**src/common/ks_out_params.svh**
```systemverilog
`ifndef KS_OUT_PARAMS_SVH
`define KS_OUT_PARAMS_SVH

// ----------------------------------------------------------
// Key-switch output stage sizes
// ----------------------------------------------------------

// Column lanes fed by the key-switch multiplier
`define KS_LBX 2

// Batches in flight
`define KS_BATCH_NB 2

// Product width, and LWE coefficient width (log2 of 2N)
`define KS_OP_W 16
`define KS_COEF_W 8

// Mask columns; the body sits at column KS_LWE_K
`define KS_LWE_K 4

// Columns visited by one lane per loop
`define KS_BLOCK_COL_NB 3

// FIFO depths
`define KS_XFIFO_DEPTH 2
`define KS_LFIFO_DEPTH 8
`define KS_BODY_DEPTH 2

`endif

```
**src/common/ks_out_pkg.sv**
```systemverilog
`include "ks_out_params.svh"

package ks_out_pkg;

  // ----------------------------------------------------------
  // Derived widths
  // ----------------------------------------------------------
  localparam int BATCH_W = (`KS_BATCH_NB > 1) ? $clog2(`KS_BATCH_NB) : 1;
  localparam int COL_W   = $clog2(`KS_LBX * `KS_BLOCK_COL_NB);
  localparam int BLK_W   = (`KS_BLOCK_COL_NB > 1) ? $clog2(`KS_BLOCK_COL_NB) : 1;
  localparam int LANE_W  = (`KS_LBX > 1) ? $clog2(`KS_LBX) : 1;

  // ----------------------------------------------------------
  // Shared types
  // ----------------------------------------------------------

  // One product from the multiplier
  typedef struct packed {
    logic               avail;
    logic               last_pbs;
    logic [BATCH_W-1:0] batch_id;
    logic [`KS_OP_W-1:0] data;
  } mult_in_t;

  // Mask coefficient on its way to the ordering FIFO
  typedef struct packed {
    logic [`KS_BATCH_NB-1:0] batch_1h;
    logic                    last_pbs;
    logic                    last_mask;
    logic [`KS_COEF_W-1:0]   coef;
  } xdata_t;

  // Body RAM write
  typedef struct packed {
    logic [`KS_COEF_W-1:0] coef;
    logic                  parity;
  } body_wr_t;

endpackage

```
**src/ks_col_lane/ks_col_lane.sv**
```systemverilog
`timescale 1ns/100ps
`include "ks_out_params.svh"

module ks_col_lane #(
  parameter int LANE_ID = 0
) (
  input  logic                                   clk,
  input  logic                                   s_rst_n,
  input  ks_out_pkg::mult_in_t                   mult_i,
  input  logic                                   reset_loop_i,
  input  logic [`KS_BATCH_NB-1:0][`KS_OP_W-1:0]  body_i,
  input  logic [`KS_BATCH_NB-1:0]                body_vld_i,
  input  logic [`KS_BATCH_NB-1:0]                x_rdy_i,
  output logic [`KS_BATCH_NB-1:0]                body_take_o,
  output logic [`KS_BATCH_NB-1:0]                body_wr_en_o,
  output ks_out_pkg::body_wr_t                   body_wr_o,
  output logic [`KS_BATCH_NB-1:0]                ksk_done_o,
  output ks_out_pkg::xdata_t                     x_o,
  output logic [`KS_BATCH_NB-1:0]                x_vld_o
);

  localparam int BATCH_W = ks_out_pkg::BATCH_W;
  localparam int COL_W   = ks_out_pkg::COL_W;
  localparam int BLK_W   = ks_out_pkg::BLK_W;
  localparam int OP_W    = `KS_OP_W;
  localparam int COEF_W  = `KS_COEF_W;

  // ----------------------------------------------------------
  // Column counters, one set per batch
  // ----------------------------------------------------------
  logic [`KS_BATCH_NB-1:0][BLK_W-1:0] col_q;
  logic [`KS_BATCH_NB-1:0][COL_W-1:0] x_q;
  logic [`KS_BATCH_NB-1:0]            parity_q;
  logic                               col_done;

  assign col_done = mult_i.avail & mult_i.last_pbs;

  always_ff @(posedge clk) begin
    if (!s_rst_n || reset_loop_i) begin
      for (int b = 0; b < `KS_BATCH_NB; b++) begin
        col_q[b]    <= '0;
        x_q[b]      <= COL_W'(LANE_ID);
        parity_q[b] <= 1'b0;
      end
    end else begin
      for (int b = 0; b < `KS_BATCH_NB; b++) begin
        if (col_done && mult_i.batch_id == BATCH_W'(b)) begin
          if (col_q[b] == BLK_W'(`KS_BLOCK_COL_NB - 1)) begin
            // Loop wrap
            col_q[b]    <= '0;
            x_q[b]      <= COL_W'(LANE_ID);
            parity_q[b] <= ~parity_q[b];
          end else begin
            col_q[b] <= col_q[b] + 1'b1;
            x_q[b]   <= x_q[b] + COL_W'(`KS_LBX);
          end
        end
      end
    end
  end

  // ----------------------------------------------------------
  // s0 : column decode and subtraction
  // ----------------------------------------------------------
  logic [COL_W-1:0] s0_cur_x;
  logic             s0_is_body;
  logic             s0_last_mask;
  logic             s0_keep;
  logic [OP_W-1:0]  s0_coef;

  assign s0_cur_x     = x_q[mult_i.batch_id];
  assign s0_is_body   = (s0_cur_x == COL_W'(`KS_LWE_K));
  assign s0_last_mask = (s0_cur_x == COL_W'(`KS_LWE_K - 1));
  // Extra columns dumped, body results need a body word
  assign s0_keep      = (s0_cur_x <= COL_W'(`KS_LWE_K)) &
                        (~s0_is_body | body_vld_i[mult_i.batch_id]);
  assign s0_coef      = (s0_is_body ? body_i[mult_i.batch_id] : '0) - mult_i.data;

  always_comb begin
    for (int b = 0; b < `KS_BATCH_NB; b++) begin
      body_take_o[b] = mult_i.avail & s0_is_body & (mult_i.batch_id == BATCH_W'(b));
    end
  end

  // ----------------------------------------------------------
  // s1 : mod switch to 2N with rounding
  // ----------------------------------------------------------
  logic               s1_avail;
  logic [OP_W-1:0]    s1_coef;
  logic               s1_last_pbs;
  logic               s1_last_mask;
  logic               s1_is_body;
  logic               s1_parity;
  logic [BATCH_W-1:0] s1_batch;
  logic [COEF_W-1:0]  s1_mdsw;

  always_ff @(posedge clk) begin
    if (!s_rst_n) begin
      s1_avail   <= 1'b0;
      ksk_done_o <= '0;
    end else begin
      s1_avail <= mult_i.avail & s0_keep;
      for (int b = 0; b < `KS_BATCH_NB; b++) begin
        ksk_done_o[b] <= col_done & (mult_i.batch_id == BATCH_W'(b));
      end
    end
  end

  always_ff @(posedge clk) begin
    s1_coef      <= s0_coef;
    s1_last_pbs  <= mult_i.last_pbs;
    s1_last_mask <= s0_last_mask;
    s1_is_body   <= s0_is_body;
    s1_parity    <= parity_q[mult_i.batch_id];
    s1_batch     <= mult_i.batch_id;
  end

  // Top bits plus the first dropped bit, wraps modulo 2N
  assign s1_mdsw = s1_coef[OP_W-1 -: COEF_W] + COEF_W'(s1_coef[OP_W-1-COEF_W]);

  // ----------------------------------------------------------
  // s2 : pipe, then body write register
  // ----------------------------------------------------------
  logic               s2_mask_avail;
  logic               s2_body_avail;
  logic [COEF_W-1:0]  s2_mdsw;
  logic               s2_last_pbs;
  logic               s2_last_mask;
  logic               s2_parity;
  logic [BATCH_W-1:0] s2_batch;

  always_ff @(posedge clk) begin
    if (!s_rst_n) begin
      s2_mask_avail <= 1'b0;
      s2_body_avail <= 1'b0;
      body_wr_en_o  <= '0;
    end else begin
      s2_mask_avail <= s1_avail & ~s1_is_body;
      s2_body_avail <= s1_avail & s1_is_body;
      for (int b = 0; b < `KS_BATCH_NB; b++) begin
        body_wr_en_o[b] <= s2_body_avail & (s2_batch == BATCH_W'(b));
      end
    end
  end

  always_ff @(posedge clk) begin
    s2_mdsw          <= s1_mdsw;
    s2_last_pbs      <= s1_last_pbs;
    s2_last_mask     <= s1_last_mask;
    s2_parity        <= s1_parity;
    s2_batch         <= s1_batch;
    body_wr_o.coef   <= s2_mdsw;
    body_wr_o.parity <= s2_parity;
  end

  // ----------------------------------------------------------
  // Lane FIFO for mask coefficients
  // ----------------------------------------------------------
  ks_out_pkg::xdata_t xf_in;
  logic               xf_in_rdy;
  logic               xf_out_vld;
  logic               xf_out_rdy;

  always_comb begin
    xf_in.last_pbs  = s2_last_pbs;
    xf_in.last_mask = s2_last_mask;
    xf_in.coef      = s2_mdsw;
    for (int b = 0; b < `KS_BATCH_NB; b++) begin
      xf_in.batch_1h[b] = (s2_batch == BATCH_W'(b));
    end
  end

  sync_fifo #(
    .WIDTH ($bits(ks_out_pkg::xdata_t)),
    .DEPTH (`KS_XFIFO_DEPTH)
  ) u_xfifo (
    .clk        (clk),
    .s_rst_n    (s_rst_n),
    .in_data_i  (xf_in),
    .in_vld_i   (s2_mask_avail),
    .in_rdy_o   (xf_in_rdy),
    .out_data_o (x_o),
    .out_vld_o  (xf_out_vld),
    .out_rdy_i  (xf_out_rdy)
  );

  // Route to the ordering FIFO of the item's batch
  assign x_vld_o    = {`KS_BATCH_NB{xf_out_vld}} & x_o.batch_1h;
  assign xf_out_rdy = |(x_rdy_i & x_o.batch_1h);

endmodule

```
**src/source/ks_body_path.sv**
```systemverilog
`timescale 1ns/100ps
`include "ks_out_params.svh"

module ks_body_path (
  input  logic                                  clk,
  input  logic                                  s_rst_n,
  input  logic [`KS_BATCH_NB-1:0][`KS_OP_W-1:0] body_data_i,
  input  logic [`KS_BATCH_NB-1:0]               body_vld_i,
  output logic [`KS_BATCH_NB-1:0]               body_rdy_o,
  input  logic                                  reset_cache_i,
  output logic                                  reset_loop_o,
  input  logic [`KS_LBX-1:0][`KS_BATCH_NB-1:0]  body_take_i,
  output logic [`KS_BATCH_NB-1:0][`KS_OP_W-1:0] body_o,
  output logic [`KS_BATCH_NB-1:0]               body_vld_o,
  input  logic [`KS_LBX-1:0][`KS_BATCH_NB-1:0]  lane_wr_en_i,
  input  ks_out_pkg::body_wr_t [`KS_LBX-1:0]    lane_wr_i,
  output logic [`KS_BATCH_NB-1:0]               body_wr_en_o,
  output ks_out_pkg::body_wr_t [`KS_BATCH_NB-1:0] body_wr_o
);

  logic [`KS_BATCH_NB-1:0]                    body_out_rdy;
  logic [`KS_BATCH_NB-1:0]                    wr_en_d;
  ks_out_pkg::body_wr_t [`KS_BATCH_NB-1:0]    wr_d;

  always_ff @(posedge clk) begin
    if (!s_rst_n) begin
      reset_loop_o <= 1'b0;
    end else begin
      reset_loop_o <= reset_cache_i;
    end
  end

  // ----------------------------------------------------------
  // Body input FIFOs
  // ----------------------------------------------------------
  // A lane take pops the word, a cache reset drains it
  always_comb begin
    for (int b = 0; b < `KS_BATCH_NB; b++) begin
      body_out_rdy[b] = reset_loop_o;
      for (int l = 0; l < `KS_LBX; l++) begin
        body_out_rdy[b] = body_out_rdy[b] | body_take_i[l][b];
      end
    end
  end

  for (genvar gb = 0; gb < `KS_BATCH_NB; gb++) begin : gen_bfifo
    sync_fifo #(
      .WIDTH (`KS_OP_W),
      .DEPTH (`KS_BODY_DEPTH)
    ) u_bfifo (
      .clk        (clk),
      .s_rst_n    (s_rst_n),
      .in_data_i  (body_data_i[gb]),
      .in_vld_i   (body_vld_i[gb]),
      .in_rdy_o   (body_rdy_o[gb]),
      .out_data_o (body_o[gb]),
      .out_vld_o  (body_vld_o[gb]),
      .out_rdy_i  (body_out_rdy[gb])
    );
  end

  // ----------------------------------------------------------
  // Merge of lane body writes
  // ----------------------------------------------------------
  always_comb begin
    wr_en_d = '0;
    wr_d    = '0;
    for (int b = 0; b < `KS_BATCH_NB; b++) begin
      for (int l = 0; l < `KS_LBX; l++) begin
        if (lane_wr_en_i[l][b]) begin
          wr_en_d[b] = 1'b1;
          wr_d[b]    = wr_d[b] | lane_wr_i[l];
        end
      end
    end
  end

  always_ff @(posedge clk) begin
    if (!s_rst_n) begin
      body_wr_en_o <= '0;
    end else begin
      body_wr_en_o <= wr_en_d;
    end
  end

  always_ff @(posedge clk) begin
    body_wr_o <= wr_d;
  end

endmodule

```
**src/source/ks_lwe_order.sv**
```systemverilog
`timescale 1ns/100ps
`include "ks_out_params.svh"

module ks_lwe_order (
  input  logic                                clk,
  input  logic                                s_rst_n,
  input  logic                                reset_loop_i,
  input  ks_out_pkg::xdata_t [`KS_LBX-1:0]    x_i,
  input  logic [`KS_LBX-1:0]                  x_vld_i,
  output logic [`KS_LBX-1:0]                  x_rdy_o,
  output logic [`KS_COEF_W-1:0]               lwe_o,
  output logic                                lwe_vld_o,
  input  logic                                lwe_rdy_i,
  output logic                                ks_loop_done_o
);

  localparam int LANE_W = ks_out_pkg::LANE_W;

  logic [LANE_W-1:0]    lane_ptr;
  ks_out_pkg::xdata_t   sel_x;
  logic                 sel_vld;
  logic                 last_lane;
  logic                 grp_end;
  logic                 lf_in_rdy;
  logic                 wr_en;
  logic                 lf_out_done;
  logic                 lf_out_rdy;

  // ----------------------------------------------------------
  // Lane selection, all PBS of one lane before the next
  // ----------------------------------------------------------
  assign sel_x     = x_i[lane_ptr];
  assign sel_vld   = x_vld_i[lane_ptr];
  assign last_lane = (lane_ptr == LANE_W'(`KS_LBX - 1));
  assign grp_end   = sel_x.last_pbs & (last_lane | sel_x.last_mask);
  assign wr_en     = sel_vld & lf_in_rdy;

  always_comb begin
    for (int l = 0; l < `KS_LBX; l++) begin
      x_rdy_o[l] = (lane_ptr == LANE_W'(l)) & lf_in_rdy;
    end
  end

  always_ff @(posedge clk) begin
    if (!s_rst_n || reset_loop_i) begin
      lane_ptr <= '0;
    end else if (wr_en && sel_x.last_pbs) begin
      lane_ptr <= (last_lane || sel_x.last_mask) ? '0 : lane_ptr + 1'b1;
    end
  end

  // ----------------------------------------------------------
  // Ordering FIFO, coef stored with its end-of-group flag
  // ----------------------------------------------------------
  sync_fifo #(
    .WIDTH (`KS_COEF_W + 1),
    .DEPTH (`KS_LFIFO_DEPTH)
  ) u_lfifo (
    .clk        (clk),
    .s_rst_n    (s_rst_n),
    .in_data_i  ({grp_end, sel_x.coef}),
    .in_vld_i   (sel_vld),
    .in_rdy_o   (lf_in_rdy),
    .out_data_o ({lf_out_done, lwe_o}),
    .out_vld_o  (lwe_vld_o),
    .out_rdy_i  (lf_out_rdy)
  );

  // Forced ready while the cache resets
  assign lf_out_rdy = lwe_rdy_i | reset_loop_i;

  always_ff @(posedge clk) begin
    if (!s_rst_n) begin
      ks_loop_done_o <= 1'b0;
    end else begin
      ks_loop_done_o <= lwe_vld_o & lf_out_rdy & lf_out_done;
    end
  end

endmodule

```
**src/source/ks_out_top.sv**
```systemverilog
`timescale 1ns/100ps
`include "ks_out_params.svh"

module ks_out_top (
  input  logic                                    clk,
  input  logic                                    s_rst_n,
  input  ks_out_pkg::mult_in_t [`KS_LBX-1:0]      mult_i,
  input  logic [`KS_BATCH_NB-1:0][`KS_OP_W-1:0]   body_data_i,
  input  logic [`KS_BATCH_NB-1:0]                 body_vld_i,
  output logic [`KS_BATCH_NB-1:0]                 body_rdy_o,
  output logic [`KS_BATCH_NB-1:0][`KS_COEF_W-1:0] lwe_o,
  output logic [`KS_BATCH_NB-1:0]                 lwe_vld_o,
  input  logic [`KS_BATCH_NB-1:0]                 lwe_rdy_i,
  output logic [`KS_BATCH_NB-1:0]                 body_wr_en_o,
  output ks_out_pkg::body_wr_t [`KS_BATCH_NB-1:0] body_wr_o,
  input  logic                                    reset_cache_i,
  output logic [`KS_BATCH_NB-1:0]                 ks_loop_done_o,
  output logic [`KS_BATCH_NB-1:0]                 inc_ksk_rd_ptr_o
);

  ks_out_pkg::mult_in_t [`KS_LBX-1:0]      s0_mult;
  logic                                    reset_loop;
  logic [`KS_BATCH_NB-1:0][`KS_OP_W-1:0]   body;
  logic [`KS_BATCH_NB-1:0]                 body_vld;
  logic [`KS_LBX-1:0][`KS_BATCH_NB-1:0]    body_take;
  logic [`KS_LBX-1:0][`KS_BATCH_NB-1:0]    lane_wr_en;
  ks_out_pkg::body_wr_t [`KS_LBX-1:0]      lane_wr;
  logic [`KS_LBX-1:0][`KS_BATCH_NB-1:0]    ksk_done;
  ks_out_pkg::xdata_t [`KS_LBX-1:0]        lane_x;
  logic [`KS_LBX-1:0][`KS_BATCH_NB-1:0]    lane_x_vld;
  logic [`KS_LBX-1:0][`KS_BATCH_NB-1:0]    lane_x_rdy;
  logic [`KS_BATCH_NB-1:0][`KS_LBX-1:0]    ord_x_vld;
  logic [`KS_BATCH_NB-1:0][`KS_LBX-1:0]    ord_x_rdy;

  // Read pointer moves when the last lane closes a column
  assign inc_ksk_rd_ptr_o = ksk_done[`KS_LBX-1];

  // ----------------------------------------------------------
  // Column lanes with their input register
  // ----------------------------------------------------------
  for (genvar gl = 0; gl < `KS_LBX; gl++) begin : gen_lane
    always_ff @(posedge clk) begin
      if (!s_rst_n) begin
        s0_mult[gl].avail <= 1'b0;
      end else begin
        s0_mult[gl] <= mult_i[gl];
      end
    end

    ks_col_lane #(
      .LANE_ID (gl)
    ) u_lane (
      .clk          (clk),
      .s_rst_n      (s_rst_n),
      .mult_i       (s0_mult[gl]),
      .reset_loop_i (reset_loop),
      .body_i       (body),
      .body_vld_i   (body_vld),
      .x_rdy_i      (lane_x_rdy[gl]),
      .body_take_o  (body_take[gl]),
      .body_wr_en_o (lane_wr_en[gl]),
      .body_wr_o    (lane_wr[gl]),
      .ksk_done_o   (ksk_done[gl]),
      .x_o          (lane_x[gl]),
      .x_vld_o      (lane_x_vld[gl])
    );
  end

  ks_body_path u_body_path (
    .clk           (clk),
    .s_rst_n       (s_rst_n),
    .body_data_i   (body_data_i),
    .body_vld_i    (body_vld_i),
    .body_rdy_o    (body_rdy_o),
    .reset_cache_i (reset_cache_i),
    .reset_loop_o  (reset_loop),
    .body_take_i   (body_take),
    .body_o        (body),
    .body_vld_o    (body_vld),
    .lane_wr_en_i  (lane_wr_en),
    .lane_wr_i     (lane_wr),
    .body_wr_en_o  (body_wr_en_o),
    .body_wr_o     (body_wr_o)
  );

  // ----------------------------------------------------------
  // Per-batch ordering
  // ----------------------------------------------------------
  for (genvar gb = 0; gb < `KS_BATCH_NB; gb++) begin : gen_order
    for (genvar gl = 0; gl < `KS_LBX; gl++) begin : gen_xpose
      assign ord_x_vld[gb][gl]  = lane_x_vld[gl][gb];
      assign lane_x_rdy[gl][gb] = ord_x_rdy[gb][gl];
    end

    ks_lwe_order u_order (
      .clk            (clk),
      .s_rst_n        (s_rst_n),
      .reset_loop_i   (reset_loop),
      .x_i            (lane_x),
      .x_vld_i        (ord_x_vld[gb]),
      .x_rdy_o        (ord_x_rdy[gb]),
      .lwe_o          (lwe_o[gb]),
      .lwe_vld_o      (lwe_vld_o[gb]),
      .lwe_rdy_i      (lwe_rdy_i[gb]),
      .ks_loop_done_o (ks_loop_done_o[gb])
    );
  end

endmodule

```
**src/source/sync_fifo.sv**
```systemverilog
`timescale 1ns/100ps

module sync_fifo #(
  parameter int WIDTH = 8,
  parameter int DEPTH = 2
) (
  input  logic             clk,
  input  logic             s_rst_n,
  input  logic [WIDTH-1:0] in_data_i,
  input  logic             in_vld_i,
  output logic             in_rdy_o,
  output logic [WIDTH-1:0] out_data_o,
  output logic             out_vld_o,
  input  logic             out_rdy_i
);

  localparam int PTR_W = (DEPTH > 1) ? $clog2(DEPTH) : 1;
  localparam int CNT_W = $clog2(DEPTH + 1);

  logic [WIDTH-1:0] mem [DEPTH];
  logic [PTR_W-1:0] wr_ptr;
  logic [PTR_W-1:0] rd_ptr;
  logic [CNT_W-1:0] cnt;
  logic [CNT_W-1:0] cnt_nxt;
  logic             wr_en;
  logic             rd_en;

  // Full stalls the writer
  assign in_rdy_o   = (cnt != CNT_W'(DEPTH));
  assign wr_en      = in_vld_i & in_rdy_o;
  assign rd_en      = out_vld_o & out_rdy_i;
  assign out_data_o = mem[rd_ptr];

  assign cnt_nxt = cnt + CNT_W'(wr_en) - CNT_W'(rd_en);

  always_ff @(posedge clk) begin
    if (!s_rst_n) begin
      wr_ptr    <= '0;
      rd_ptr    <= '0;
      cnt       <= '0;
      out_vld_o <= 1'b0;
    end else begin
      if (wr_en) begin
        wr_ptr <= (wr_ptr == PTR_W'(DEPTH - 1)) ? '0 : wr_ptr + 1'b1;
      end
      if (rd_en) begin
        rd_ptr <= (rd_ptr == PTR_W'(DEPTH - 1)) ? '0 : rd_ptr + 1'b1;
      end
      cnt       <= cnt_nxt;
      // Valid follows the next occupancy
      out_vld_o <= (cnt_nxt != '0);
    end
  end

  // Storage
  always_ff @(posedge clk) begin
    if (wr_en) begin
      mem[wr_ptr] <= in_data_i;
    end
  end

endmodule

```
**config.mk**
```make
export PLATFORM = sky130hd
export DESIGN_NAME = ks_out_top
export DESIGN_NICKNAME = d
export VERILOG_FILES = /design/src/common/ks_out_pkg.sv /design/src/ks_col_lane/ks_col_lane.sv /design/src/source/ks_body_path.sv /design/src/source/ks_lwe_order.sv /design/src/source/ks_out_top.sv /design/src/source/sync_fifo.sv
export VERILOG_INCLUDE_DIRS = /design/src /design/src/common
export SDC_FILE = /design/constraint.sdc
export NUM_CORES = 1
export LEC_CHECK = 0
export BUFFER_PORTS_ARGS = -buffer_cell sky130_fd_sc_hd__buf_2
export CAP_MARGIN = 5
export CORE_ASPECT_RATIO = 0.9
export CORE_MARGIN = 2
export CORE_UTILIZATION = 60
export CTS_BUF_LIST = sky130_fd_sc_hd__clkbuf_4 sky130_fd_sc_hd__clkbuf_8 sky130_fd_sc_hd__clkbuf_16
export DETAILED_ROUTE_END_ITERATION = 10
export GPL_ROUTABILITY_DRIVEN = 0
export HOLD_SLACK_MARGIN = 0.12
export PLACE_DENSITY = 0.8
export REMOVE_ABC_BUFFERS = 1
export SYNTH_ARGS = -nofsm -noshare
export SYNTH_HDL_FRONTEND = slang
export SYNTH_SLANG_ARGS = --single-unit
export TNS_END_PERCENT = 10
```
**constraint.sdc**
```tcl
create_clock -name clk -period 4.25 [get_ports clk]
set_clock_uncertainty 0.1 [all_clocks]
set_input_delay 0.425 -clock clk [delete_from_list [all_inputs] [get_ports clk]]
set_output_delay 0.425 -clock clk [all_outputs]
set_load 0.1 [all_outputs]
```
==> results of run 1 <==
[path summary, 6_finish.rpt]
| check | from | end | slack (ns) |
|---|---|---|---|
| min | s_rst_n | gen_lane[0].u_lane.s2_mask_avail | 0.20 |
| max | gen_order[1].u_order.u_lfifo.cnt[2] | gen_order[1].u_order.u_lfifo.out_vld_o | 0.50 |
| min reg2reg | gen_lane[1].u_lane.s1_batch | gen_lane[1].u_lane.s2_batch | 0.22 |
| max reg2reg | gen_order[1].u_order.u_lfifo.cnt[2] | gen_order[1].u_order.u_lfifo.out_vld_o | 0.50 |
[cells by family after synthesis]
group | synth area share, %
DFF | 67.4
and+or+nand+nor | 8.56
AOI/OAI and AO/OA | 5.93
muxes | 9.14
buffers and inverters | 2.54
adders and majority gates | 4.18
xor gates and xnor gates | 2.25
other | 0.0205
[power groups by stage]
stage,clock network [mW],logic [mW],registers (mW)
floorplan,0,1.59,5.80
global placement,0,2.17,5.71
detailed placement,0,2.25,5.73
CTS,4.18,2.33,5.64
global route,4.40,2.51,5.69
finish,4.17,2.33,5.65
[layout by cell type, fill, tap and decap left out, drive strengths merged, types with 9 or more instances in the layout]
| cell | instances |
|---|---|
| a211oi | 31 |
| a21oi | 61 |
| a22o | 18 |
| and2 | 20 |
| buf | 144 |
| clkbuf | 66 |
| clkinv | 11 |
| dfxtp | 181 |
| dlygate4sd3 | 71 |
| edfxtp | 290 |
| ha | 58 |
| inv | 65 |
| mux2 | 41 |
| mux2i | 40 |
| mux4 | 36 |
| nand2 | 38 |
| nand3 | 14 |
| nor2 | 137 |
| nor2b | 9 |
| nor3 | 28 |
| nor3b | 17 |
| o21ai | 17 |
| xnor2 | 30 |
| xor2 | 17 |
[layout make-up]
type / count / area (sq um) / share of cell area [%]
tap: 403 / 504 / 2.33
timing repair buffer: 215 / 1490 / 6.88
sequential: 471 / 12300 / 56.9
clock buffer: 66 / 1470 / 6.79
clock inverter: 18 / 128 / 0.589
inverter: 61 / 229 / 1.06
multi-input combinational: 703 / 5520 / 25.5
[flip-flops by register name (all words and copies together), names as in the netlist, 4 cells and up, named ones only]
name and count:
gen_lane.u_lane.col_q 8, s0_mult 38, u_body_path.gen_bfifo.u_bfifo.cnt 4, gen_lane.u_lane.u_xfifo.mem 46, gen_order.u_order.u_lfifo.mem 144, gen_order.u_order.u_lfifo.cnt 8, gen_lane.u_lane.parity_q 4, u_body_path.gen_bfifo.u_bfifo.mem 64
gen_lane.u_lane.u_xfifo.cnt 4, gen_order.u_order.u_lfifo.rd_ptr 6, gen_lane.u_lane.x_q 10, u_body_path.body_wr_o 18, gen_lane.u_lane.body_wr_o 18, gen_lane.u_lane.body_wr_en_o 4, gen_lane.u_lane.s1_coef 18, gen_lane.u_lane.s2_mdsw 16
gen_order.u_order.u_lfifo.wr_ptr 6
[metal layers]
metal,vias to the layer above,share of wire [%]
li1,5164,-
met1,5325,40
met2,364,52
met3,69,5.1
met4,0,1.9
met5,-,0
[worst reg2reg max path, delay by kind of cell, from the launching register on]
family / cells / cell delay, ns
fa+ha+maj: 4 / 1.05
flops: 1 / 0.33
xor+xnor: 1 / 0.18
buf+inv: 4 / 0.34
simple gates: 5 / 1.66
==> results.md, run 1 <==
* Highest cell delay on the worst timing path at 0.67 ns
* Wire length of the first global-routing pass at 59,800 microns
* Cell Int Power at 8.67 mW
* Initial cell density of the core at 61.1%
* Clk sinks at 471
* Layout filler cell count at 1,842
* GR Layer Usage met1 at 30.0%
* RSZ-0062 raised after global routing: no
* Cell area after placement at 19,400 sq um
* Final-report hold violation count at 0
* Synth top area cells: edfxtp_1, dfxtp_1, mux4_2
* GR peak layer: met2
* H-tree levels at 2
* Share of the core filled with cells at 72.4%
* Critical Path Start Type: flip-flop
* Worst endpoint required time at 4.57 ns
* Floorplan Core Area at 30,000 sq um
* Top cell types by occurrence after synthesis: edfxtp_1, dfxtp_1, nor2_1
* Number of failing setup endpoints in the final timing report at 0
* Number of violations reported at the end of detailed-routing iteration 0 at 763
* Leftover overflow at the end of global routing at 0
* Most used flip-flop cell after synthesis: edfxtp_1
* Max-slew violation count at 0
* Flip-flop and latch count after synthesis at 471
* GR Util All Layers at 24.2%
* Die Footprint at 31,900 sq um
* Share of total power in sequential cells at 46.5%
* Most frequently used cell type in the post-synthesis netlist: edfxtp_1
* Crit path cell chain: inv_1 -> ha_1 -> nor3b_1 -> or4b_2 -> nand2_1 -> inv_1 -> ha_1 -> inv_1 -> ha_1 -> inv_1 -> fa_1 -> xor2_1 -> nor2_1 -> or4_1
* Die Span Y at 170 microns
* Placed instance count at 1,782
* Gates resized, CTS repair at 0
* Post-route fraction of the period consumed by the critical path at 88.3%
* Via count of the first global-routing pass at 11.3k
* Final cell count without fillers at 1,937
* Die X-Extent at 188 microns
* Clock insertion delay at the later pin of the skew report at 0.55 ns
* Worst hold-check path type: primary input to flip-flop
* Buffer count from post-CTS setup fixing at 0
* Clock transition at the register clock pins on the worst setup and hold paths after CTS at 0.06 ns
* Remaining design rule violation count at 0
* Worst hold slack across all endpoints at 0.202 ns
* Count of vias placed by the detailed router at 10.9k
* Clock group share of total power at 34.3%
* Slowest cell on crit path: or4b_2
* Synthesized cell area at 18,300 sq um
* Yosys top cell area share at 47.6%
* Post-layout nets at 1,634
* Via-to-Cell Ratio at 5.64
* Avg Synthesized Cell Area at 14.2 sq um
* Met2 track demand over resource at 45.0%
* Number of buffer and inverter instances along the worst setup path at 4
* Endpoint type of the worst setup path: flip-flop
* Layout cell share with drive strength beyond 1 at 21.2%
* Logic depth of the worst setup path including buffers at 14
* Switching part of the total at 28.7%
* Number of optimization iterations in the first detailed-route pass at 5
* Number of buffers added by the clock tree synthesis step at 45
* Number of hold buffers added after cts at 71
* Worst slack at placement at 0.539 ns
* Peak ir drop on the vdd network at 0.000479 V
* Final sum of negative setup slack at 0 ns
* Arrival time reported for the critical path endpoint at 4.07 ns
* Initial antenna violation count at 0
* Per-cell routed wire length at 19.7 microns
* Worst reg-to-reg path cell count at 14
* Pin count of the biggest net entering global routing at 41
* Proportion of synthesized chip area in sequential cells at 67.4%
* Number of cells on the worst hold path at 3
* Worst Path Max Fanout at 6
* Boundary pin count at 121
* Leak Pwr at 8.25 nW
* Post-DP HPWL at 24,000 microns
* Portion of total power attributed to combinational logic at 19.2%
* Count of flip-flops with a built-in enable after synthesis at 290
* Overall power after layout at 12.2 mW
* Fin worst setup slack at 0.496 ns
* Cells after synthesis at 1,286
* Post-Layout Inst Area at 21,700 sq um
* Category of the critical setup timing path: flip-flop to flip-flop
* Antenna diode instance count at 0
* CTS Buffer Depth at 3
* Met3 GRT Util at 3.18%
* CTS root buffer: clkbuf_16
* TritonCTS clock tree: done
* Measured slew at the worst slew-check pin at 1.09 ns
* Slew Limit Headroom at 26.8%
* Detailed-route wire length at 38,200 microns
* Pwr/cell area at 561 nW/um^2
* Row count at 60
* Number of max-capacitance violations reported at 0
* FFs w/ async S/R, synth at 0%
* Result of the run: finished clean
* # port buffers at 120
* NetSw at 3.48 mW
* Final critical path time including I/O delays and setup at 3.75 ns
* Synthesis warning total at 0
* Leading area contributor after synthesis: edfxtp_1
* Relative area change from synthesis to final layout at 18.4%
* Final antenna-violating net count at 0
* Most repeated library cell on the critical path: inv_1
* Post-synth cell types at 65
* Top cell family by delay on the critical path: simple AND/OR/NAND/NOR gates
* Maximum operating frequency at 266 MHz
(Power assumes the default switching activity.)
==> run 2: changes to the inputs <==
Settings changed: CAP_MARGIN 5 to 0, PLACE_DENSITY 0.8 to not set, PLACE_DENSITY_LB_ADDON set to 0.2.
==> results.md, run 2 (synthesis gave the netlist of run 1 again) <==
* Worst slack at placement at 0.581 ns (+0.0420 ns)
* Post-layout nets at 1,636 (+0.12%)
* Pwr/cell area at 552 nW/um^2 (-1.6%)
* Pin count of the biggest net entering global routing at 44 (+7.3%)
* Antenna diode instance count at 0 (unchanged)
* Layout cell share with drive strength beyond 1 at 20.9% (-0.31 points)
* Boundary pin count at 121 (unchanged)
* Measured slew at the worst slew-check pin at 1.07 ns (-0.0277 ns)
* Critical register-to-register path endpoint: gen_order[1].u_order.u_lfifo.out_vld_o
* Floorplan Core Area at 30,000 sq um (unchanged)
* Worst reg-to-reg path cell count at 14 (unchanged)
* Startpoint of the worst-slack reg-to-reg timing path: gen_order[1].u_order.u_lfifo.cnt[2]
* Most common cell after layout, fill and taps aside: edfxtp_1
* Final sum of negative setup slack at 0 ns (unchanged)
* Result of the run: finished clean
* Final critical path time including I/O delays and setup at 3.69 ns (-0.0642 ns)
* Via count of the first global-routing pass at 11.0k (-2.4%)
* Launch point of the worst path: gen_order[1].u_order.u_lfifo.cnt[2]
* Overall power after layout at 11.9 mW (-2.0%)
* GR Util All Layers at 23.5% (-0.78 points)
* Row count at 60 (unchanged)
* Slew Limit Headroom at 28.7% (+1.9 points)
* Post-DP HPWL at 23,700 microns (-1.1%)
* Worst Path Max Fanout at 6 (unchanged)
* Clock transition at the register clock pins on the worst setup and hold paths after CTS at 0.06 ns (about the same)
* Register-to-register path setup slack at 0.56 ns (+0.06 ns)
* Area of the multi-input gates at 5520 sq um (about the same)
* Die Footprint at 31,900 sq um (unchanged)
* Final-report hold violation count at 0 (unchanged)
* Maximum operating frequency at 271 MHz (+1.7%)
* Count of vias placed by the detailed router at 10.8k (-1.3%)
* Number of cells on the worst hold path at 4 (+1)
* Die Span Y at 170 microns (unchanged)
* Flip-flop count of the largest register, all copies and words added at 144 (unchanged)
* Initial cell density of the core at 61.1% (unchanged)
* Post-route fraction of the period consumed by the critical path at 86.8% (-1.5 points)
* Number of violations reported at the end of detailed-routing iteration 0 at 868 (+14%)
* Number of buffers added by the clock tree synthesis step at 45 (unchanged)
* Arrival time reported for the critical path endpoint at 4.00 ns (-0.07 ns)
* Worst endpoint required time at 4.56 ns (about the same)
* Leftover overflow at the end of global routing at 0 (unchanged)
* Clk sinks at 471 (unchanged)
* Crit path to: gen_order[1].u_order.u_lfifo.out_vld_o
* Relative area change from synthesis to final layout at 17.9%
* Die X-Extent at 188 microns (unchanged)
* H-tree levels at 2 (unchanged)
* # port buffers at 120 (unchanged)
* Initial antenna violation count at 0 (unchanged)
* TritonCTS clock tree: done
* Wire length of the first global-routing pass at 58,300 microns (-2.5%)
* CTS Buffer Depth at 3 (unchanged)
* RSZ-0062 raised after global routing: no
* Clock insertion delay at the later pin of the skew report at 0.53 ns (-0.02 ns)
* Number of failing setup endpoints in the final timing report at 0 (unchanged)
* Largest register by flop count: gen_order.u_order.u_lfifo.mem
* Area used by sequential logic in the layout at 12,300 sq um (unchanged)
* Worst hold-check path type: primary input to flip-flop
* Peak ir drop on the vdd network at 0.000502 V (+4.8%)
* Max-slew violation count at 0 (unchanged)
* Critical Path Start Type: flip-flop
* Largest registers in the final layout: gen_order.u_order.u_lfifo.mem x144, u_body_path.gen_bfifo.u_bfifo.mem x64, gen_lane.u_lane.u_xfifo.mem x46
* Detailed-route wire length at 36,800 microns (-3.7%)
* Leading cell types in the layout, fill and taps excluded: edfxtp_1, dfxtp_1, nor2_1
* Number of max-capacitance violations reported at 0 (unchanged)
* Remaining design rule violation count at 0 (unchanged)
* Final antenna-violating net count at 0 (unchanged)
* CTS root buffer: clkbuf_16
* Layout filler cell count at 1,916 (+4.0%)
* Leak Pwr at 8.19 nW (-0.67%)
* Fin worst setup slack at 0.560 ns (+0.0642 ns)
* Per-cell routed wire length at 19.0 microns (-3.6%)
* Category of the critical setup timing path: flip-flop to flip-flop
* Endpoint type of the worst setup path: flip-flop
* Number of optimization iterations in the first detailed-route pass at 5 (unchanged)
* Buffer count from post-CTS setup fixing at 0 (unchanged)
* Via-to-Cell Ratio at 5.57 (-1.3%)
==> run 2: how the worst min path moves through the flow <==
| stage | from | end | slack [ns] |
|---|---|---|---|
| floorplan | gen_lane[0].u_lane.s2_parity | gen_lane[0].u_lane.body_wr_o[0] | 0.21 |
| global placement | gen_lane[0].u_lane.s1_last_mask | gen_lane[0].u_lane.s2_last_mask | 0.21 |
| detailed placement | gen_lane[0].u_lane.s1_batch | gen_lane[0].u_lane.s2_batch | 0.21 |
| CTS | body_vld_i[0] | u_body_path.gen_bfifo[0].u_bfifo.wr_ptr | 0.18 |
| global route | body_vld_i[0] | u_body_path.gen_bfifo[0].u_bfifo.wr_ptr | 0.22 |
| finish | body_vld_i[0] | u_body_path.gen_bfifo[0].u_bfifo.wr_ptr | 0.22 |
==> run 2: timing repair <==
action                                  in CTS  in global routing
resized for setup                            0                  0
endpoints found under the setup margin       0                  0
hold buffers                                71                  0
hold endpoints to repair                   103                  0
==> run 2: critical path, cell delays in order, from the launching register on <==
cell and delay (ns):
dfxtp_1 0.31, inv_1 0.05, ha_1 0.19, nor3b_1 0.15, or4b_2 0.66, nand2_1 0.19, inv_1 0.13, ha_1 0.30
inv_1 0.05, ha_1 0.15, inv_1 0.06, fa_1 0.39, xor2_1 0.20, nor2_1 0.08, or4_1 0.53
==> run 2: where the power goes <==
group	internal [mW]	leakage [nW]	switching (mW)	total [mW]
Sequential	5.39	4.16	0.254	5.65
Clock	2.33	0.751	1.62	3.95
Combinational	0.797	3.29	1.51	2.31
==> run 2: area by class of cell <==
cell class,instances,share of cell area (%)
flip-flops and latches,471,57.1
multi-input cells,703,25.6
inverters,61,1.06
well taps,403,2.34
repair buffers,217,6.98
clock inverters,18,0.667
clock buffers,63,6.23
==> run 2: per-layer routing <==
metal  GRT usage [%]  share of wire (%)  vias up  wire (microns)
met5               0                  0        -               0
met4            5.68                1.9        0             690
met3            3.45                4.7       63            1740
met2            42.3                 51      319           18700
met1            30.1                 42     5232           15700
li1                -                  -     5165               -
==> run 2: through the flow <==
stage / instance area (sq um) / hold WS, ns / std cells / utilization, %
2_1_floorplan: 18100 / 0.210 / 1235 / -
3_3_place_gp: 19400 / 0.211 / 1784 / 64.7
3_5_place_dp: 19400 / 0.212 / 1784 / 64.7
4_1_cts: 21600 / 0.180 / 1936 / 72.0
5_1_grt: 21600 / 0.215 / 1936 / 72.0
6_report: 21600 / 0.218 / 1936 / 72.0
==> run 3: changes to the inputs <==
Settings changed: CORE_UTILIZATION 60 to 61, SYNTH_HIERARCHICAL set to 1.
==> results.md, run 3 <==
* # port buffers at 120 (unchanged)
* Largest registers in the final layout: gen_order.u_order/u_lfifo/mem x144, u_body_path/gen_bfifo.u_bfifo/mem x64, gen_lane.u_lane/u_xfifo/mem x46
* Share of total power in sequential cells at 47.6% (+0.2 points)
* Number of optimization iterations in the first detailed-route pass at 5 (unchanged)
* Fin worst setup slack at 0.851 ns (+0.291 ns)
* TritonCTS clock tree: done
* Boundary pin count at 121 (unchanged)
* Leak Pwr at 8.55 nW (+4.3%)
* Buffer count from post-CTS setup fixing at 0 (unchanged)
* Detailed-route wire length at 38,000 microns (+3.3%)
* Maximum operating frequency at 294 MHz (+8.5%)
* Measured slew at the worst slew-check pin at 1.05 ns (-0.0149 ns)
* Result of the run: finished clean
* Per-cell routed wire length at 19.1 microns (+0.57%)
* CTS root buffer: clkbuf_16
* Number of buffers added by the clock tree synthesis step at 45 (unchanged)
* Post-DP HPWL at 24,800 microns (+4.6%)
* Die X-Extent at 192 microns (+1.8%)
* Number of failing setup endpoints in the final timing report at 0 (unchanged)
* Category of the critical setup timing path: flip-flop to flip-flop
* Slew Limit Headroom at 29.6% (+0.87 points)
* Relative area change from synthesis to final layout at 16.2%
* H-tree levels at 2 (unchanged)
* Die Span Y at 173 microns (+1.8%)
* Row count at 61 (+1.7%)
* Final sum of negative setup slack at 0 ns (unchanged)
* NetSw at 3.14 mW (-7.3%)
* Gates resized, CTS repair at 0 (unchanged)
* Pin count of the biggest net entering global routing at 60 (+36%)
* Portion of total power attributed to combinational logic at 17.8% (-1.6 points)
* Synthesized cell area at 19,300 sq um (+5.5%)
* Post-route fraction of the period consumed by the critical path at 80.0% (-6.8 points)
* Leading cell types in the layout, fill and taps excluded: edfxtp_1, dfxtp_1, buf_2
* Critical Path Start Type: flip-flop
* Max-slew violation count at 0 (unchanged)
* Wire length of the first global-routing pass at 60,500 microns (+3.7%)
* Die Footprint at 33,100 sq um (+3.7%)
* Worst Path Max Fanout at 12 (+6)
* Floorplan Core Area at 31,100 sq um (+3.7%)
* Pwr/cell area at 513 nW/um^2 (-7.0%)
* Layout filler cell count at 2,008 (+4.8%)
* Crit path cell chain: mux2_2 -> and2_1 -> mux2_4 -> nand2_1 -> inv_1 -> ha_1 -> fa_1 -> xor2_1 -> nor4b_1 -> a211oi_1
* Worst hold-check path type: primary input to flip-flop
* Number of hold buffers added after cts at 71 (unchanged)
* Avg Synthesized Cell Area at 14.5 sq um (+1.5%)
* Leftover overflow at the end of global routing at 0 (unchanged)
* Initial cell density of the core at 62.2% (+1.1 points)
* Cell Int Power at 8.37 mW (-1.7%)
* Final antenna-violating net count at 0 (unchanged)
* GR Util All Layers at 23.4% (-0.032 points)
* Flip-flop count of the largest register, all copies and words added at 144 (unchanged)
* Synthesis warning total at 6 (+6)
* CTS Buffer Depth at 3 (unchanged)
* Highest cell delay on the worst timing path at 0.65 ns (about the same)
* Largest register by flop count: gen_order.u_order/u_lfifo/mem
* Clk sinks at 471 (unchanged)
* Area used by sequential logic in the layout at 12,300 sq um (unchanged)
* Antenna diode instance count at 0 (unchanged)
* Peak ir drop on the vdd network at 0.000460 V (-8.4%)
* Clock transition at the register clock pins on the worst setup and hold paths after CTS at 0.06 ns (about the same)
* Arrival time reported for the critical path endpoint at 3.71 ns (-0.29 ns)
* RSZ-0062 raised after global routing: no
* Post-layout nets at 1,677 (+2.5%)
* Number of violations reported at the end of detailed-routing iteration 0 at 607 (-30%)
* Slowest cell on crit path: dfxtp_1
* Clock insertion delay at the later pin of the skew report at 0.54 ns (about the same)
* Via-to-Cell Ratio at 5.62 (+0.93%)
* Overall power after layout at 11.5 mW (-3.3%)
* Worst hold slack across all endpoints at 0.163 ns (-0.0549 ns)
* Count of vias placed by the detailed router at 11.2k (+3.6%)
* Worst slack at placement at 0.947 ns (+0.366 ns)
* Area of the multi-input gates at 6440 sq um (+17%)
* Number of max-capacitance violations reported at 0 (unchanged)
* Worst endpoint required time at 4.56 ns (about the same)
* Final critical path time including I/O delays and setup at 3.40 ns (-0.291 ns)
* Remaining design rule violation count at 0 (unchanged)
* Via count of the first global-routing pass at 11.6k (+5.1%)
* Initial antenna violation count at 0 (unchanged)
* Layout cell share with drive strength beyond 1 at 21.5% (+0.60 points)
* Final-report hold violation count at 0 (unchanged)
* Most common cell after layout, fill and taps aside: edfxtp_1
* Cells after synthesis at 1,336 (+3.9%)
* Switching part of the total at 27.2% (-1.2 points)
* Endpoint type of the worst setup path: flip-flop
* Clock group share of total power at 34.6% (+1.4 points)
-- run 3: final timing paths --
check | endpoint | slack, ns | startpoint | cells after the start
max | gen_order[1].u_order/u_lfifo/out_vld_o | 0.85 | flip-flop | 10
min | u_body_path/gen_bfifo[1].u_bfifo/wr_ptr | 0.16 | body_vld_i[1] | 3
max reg2reg | gen_order[1].u_order/u_lfifo/out_vld_o | 0.85 | flip-flop | 10
min reg2reg | gen_lane[1].u_lane/s2_batch | 0.23 | gen_lane[1].u_lane/s1_batch | 0
-- run 3: final cells by class --
type	count	area share, %
tap	409	2.28
timing repair buffer	200	6.16
inverter	72	1.20
clock buffer	59	5.73
sequential	471	55.0
clock inverter	23	0.953
multi-input combinational	754	28.7
-- run 3: stage by stage --
step / std cells / utilization (%) / instance area, sq um
4_1_cts: 1988 / 72.2 / 22400
5_1_grt: 1988 / 72.2 / 22400
2_1_floorplan: 1297 / - / 19000
3_3_place_gp: 1835 / 65.1 / 20200
6_report: 1988 / 72.2 / 22400
3_5_place_dp: 1835 / 65.1 / 20200
-- run 3: worst max-delay path: cells and delay by family, from the launching register on --
family	cells	cell delay, ns
fa+ha+maj	2	0.64
flops	1	0.65
mux	2	0.70
simple gates	3	0.78
buf+inv	1	0.07
compound gates	1	0.13
xor+xnor	1	0.19
-- run 3: power groups by stage --
stage               sequential [mW]  clock [mW]  combinational [mW]
finish                         5.48        3.98                2.05
global route                   5.51        4.25                2.20
CTS                            5.48        4.04                2.04
detailed placement             5.58           0                1.96
global placement               5.56           0                1.89
floorplan                      5.59           0                1.44
-- run 3: per-layer routing --
layer / share of wire, % / track usage [%]
met4: 2.7 / 7.37
met2: 51 / 41.2
met3: 4.3 / 3.57
met1: 42 / 29.8
met5: 0 / 0
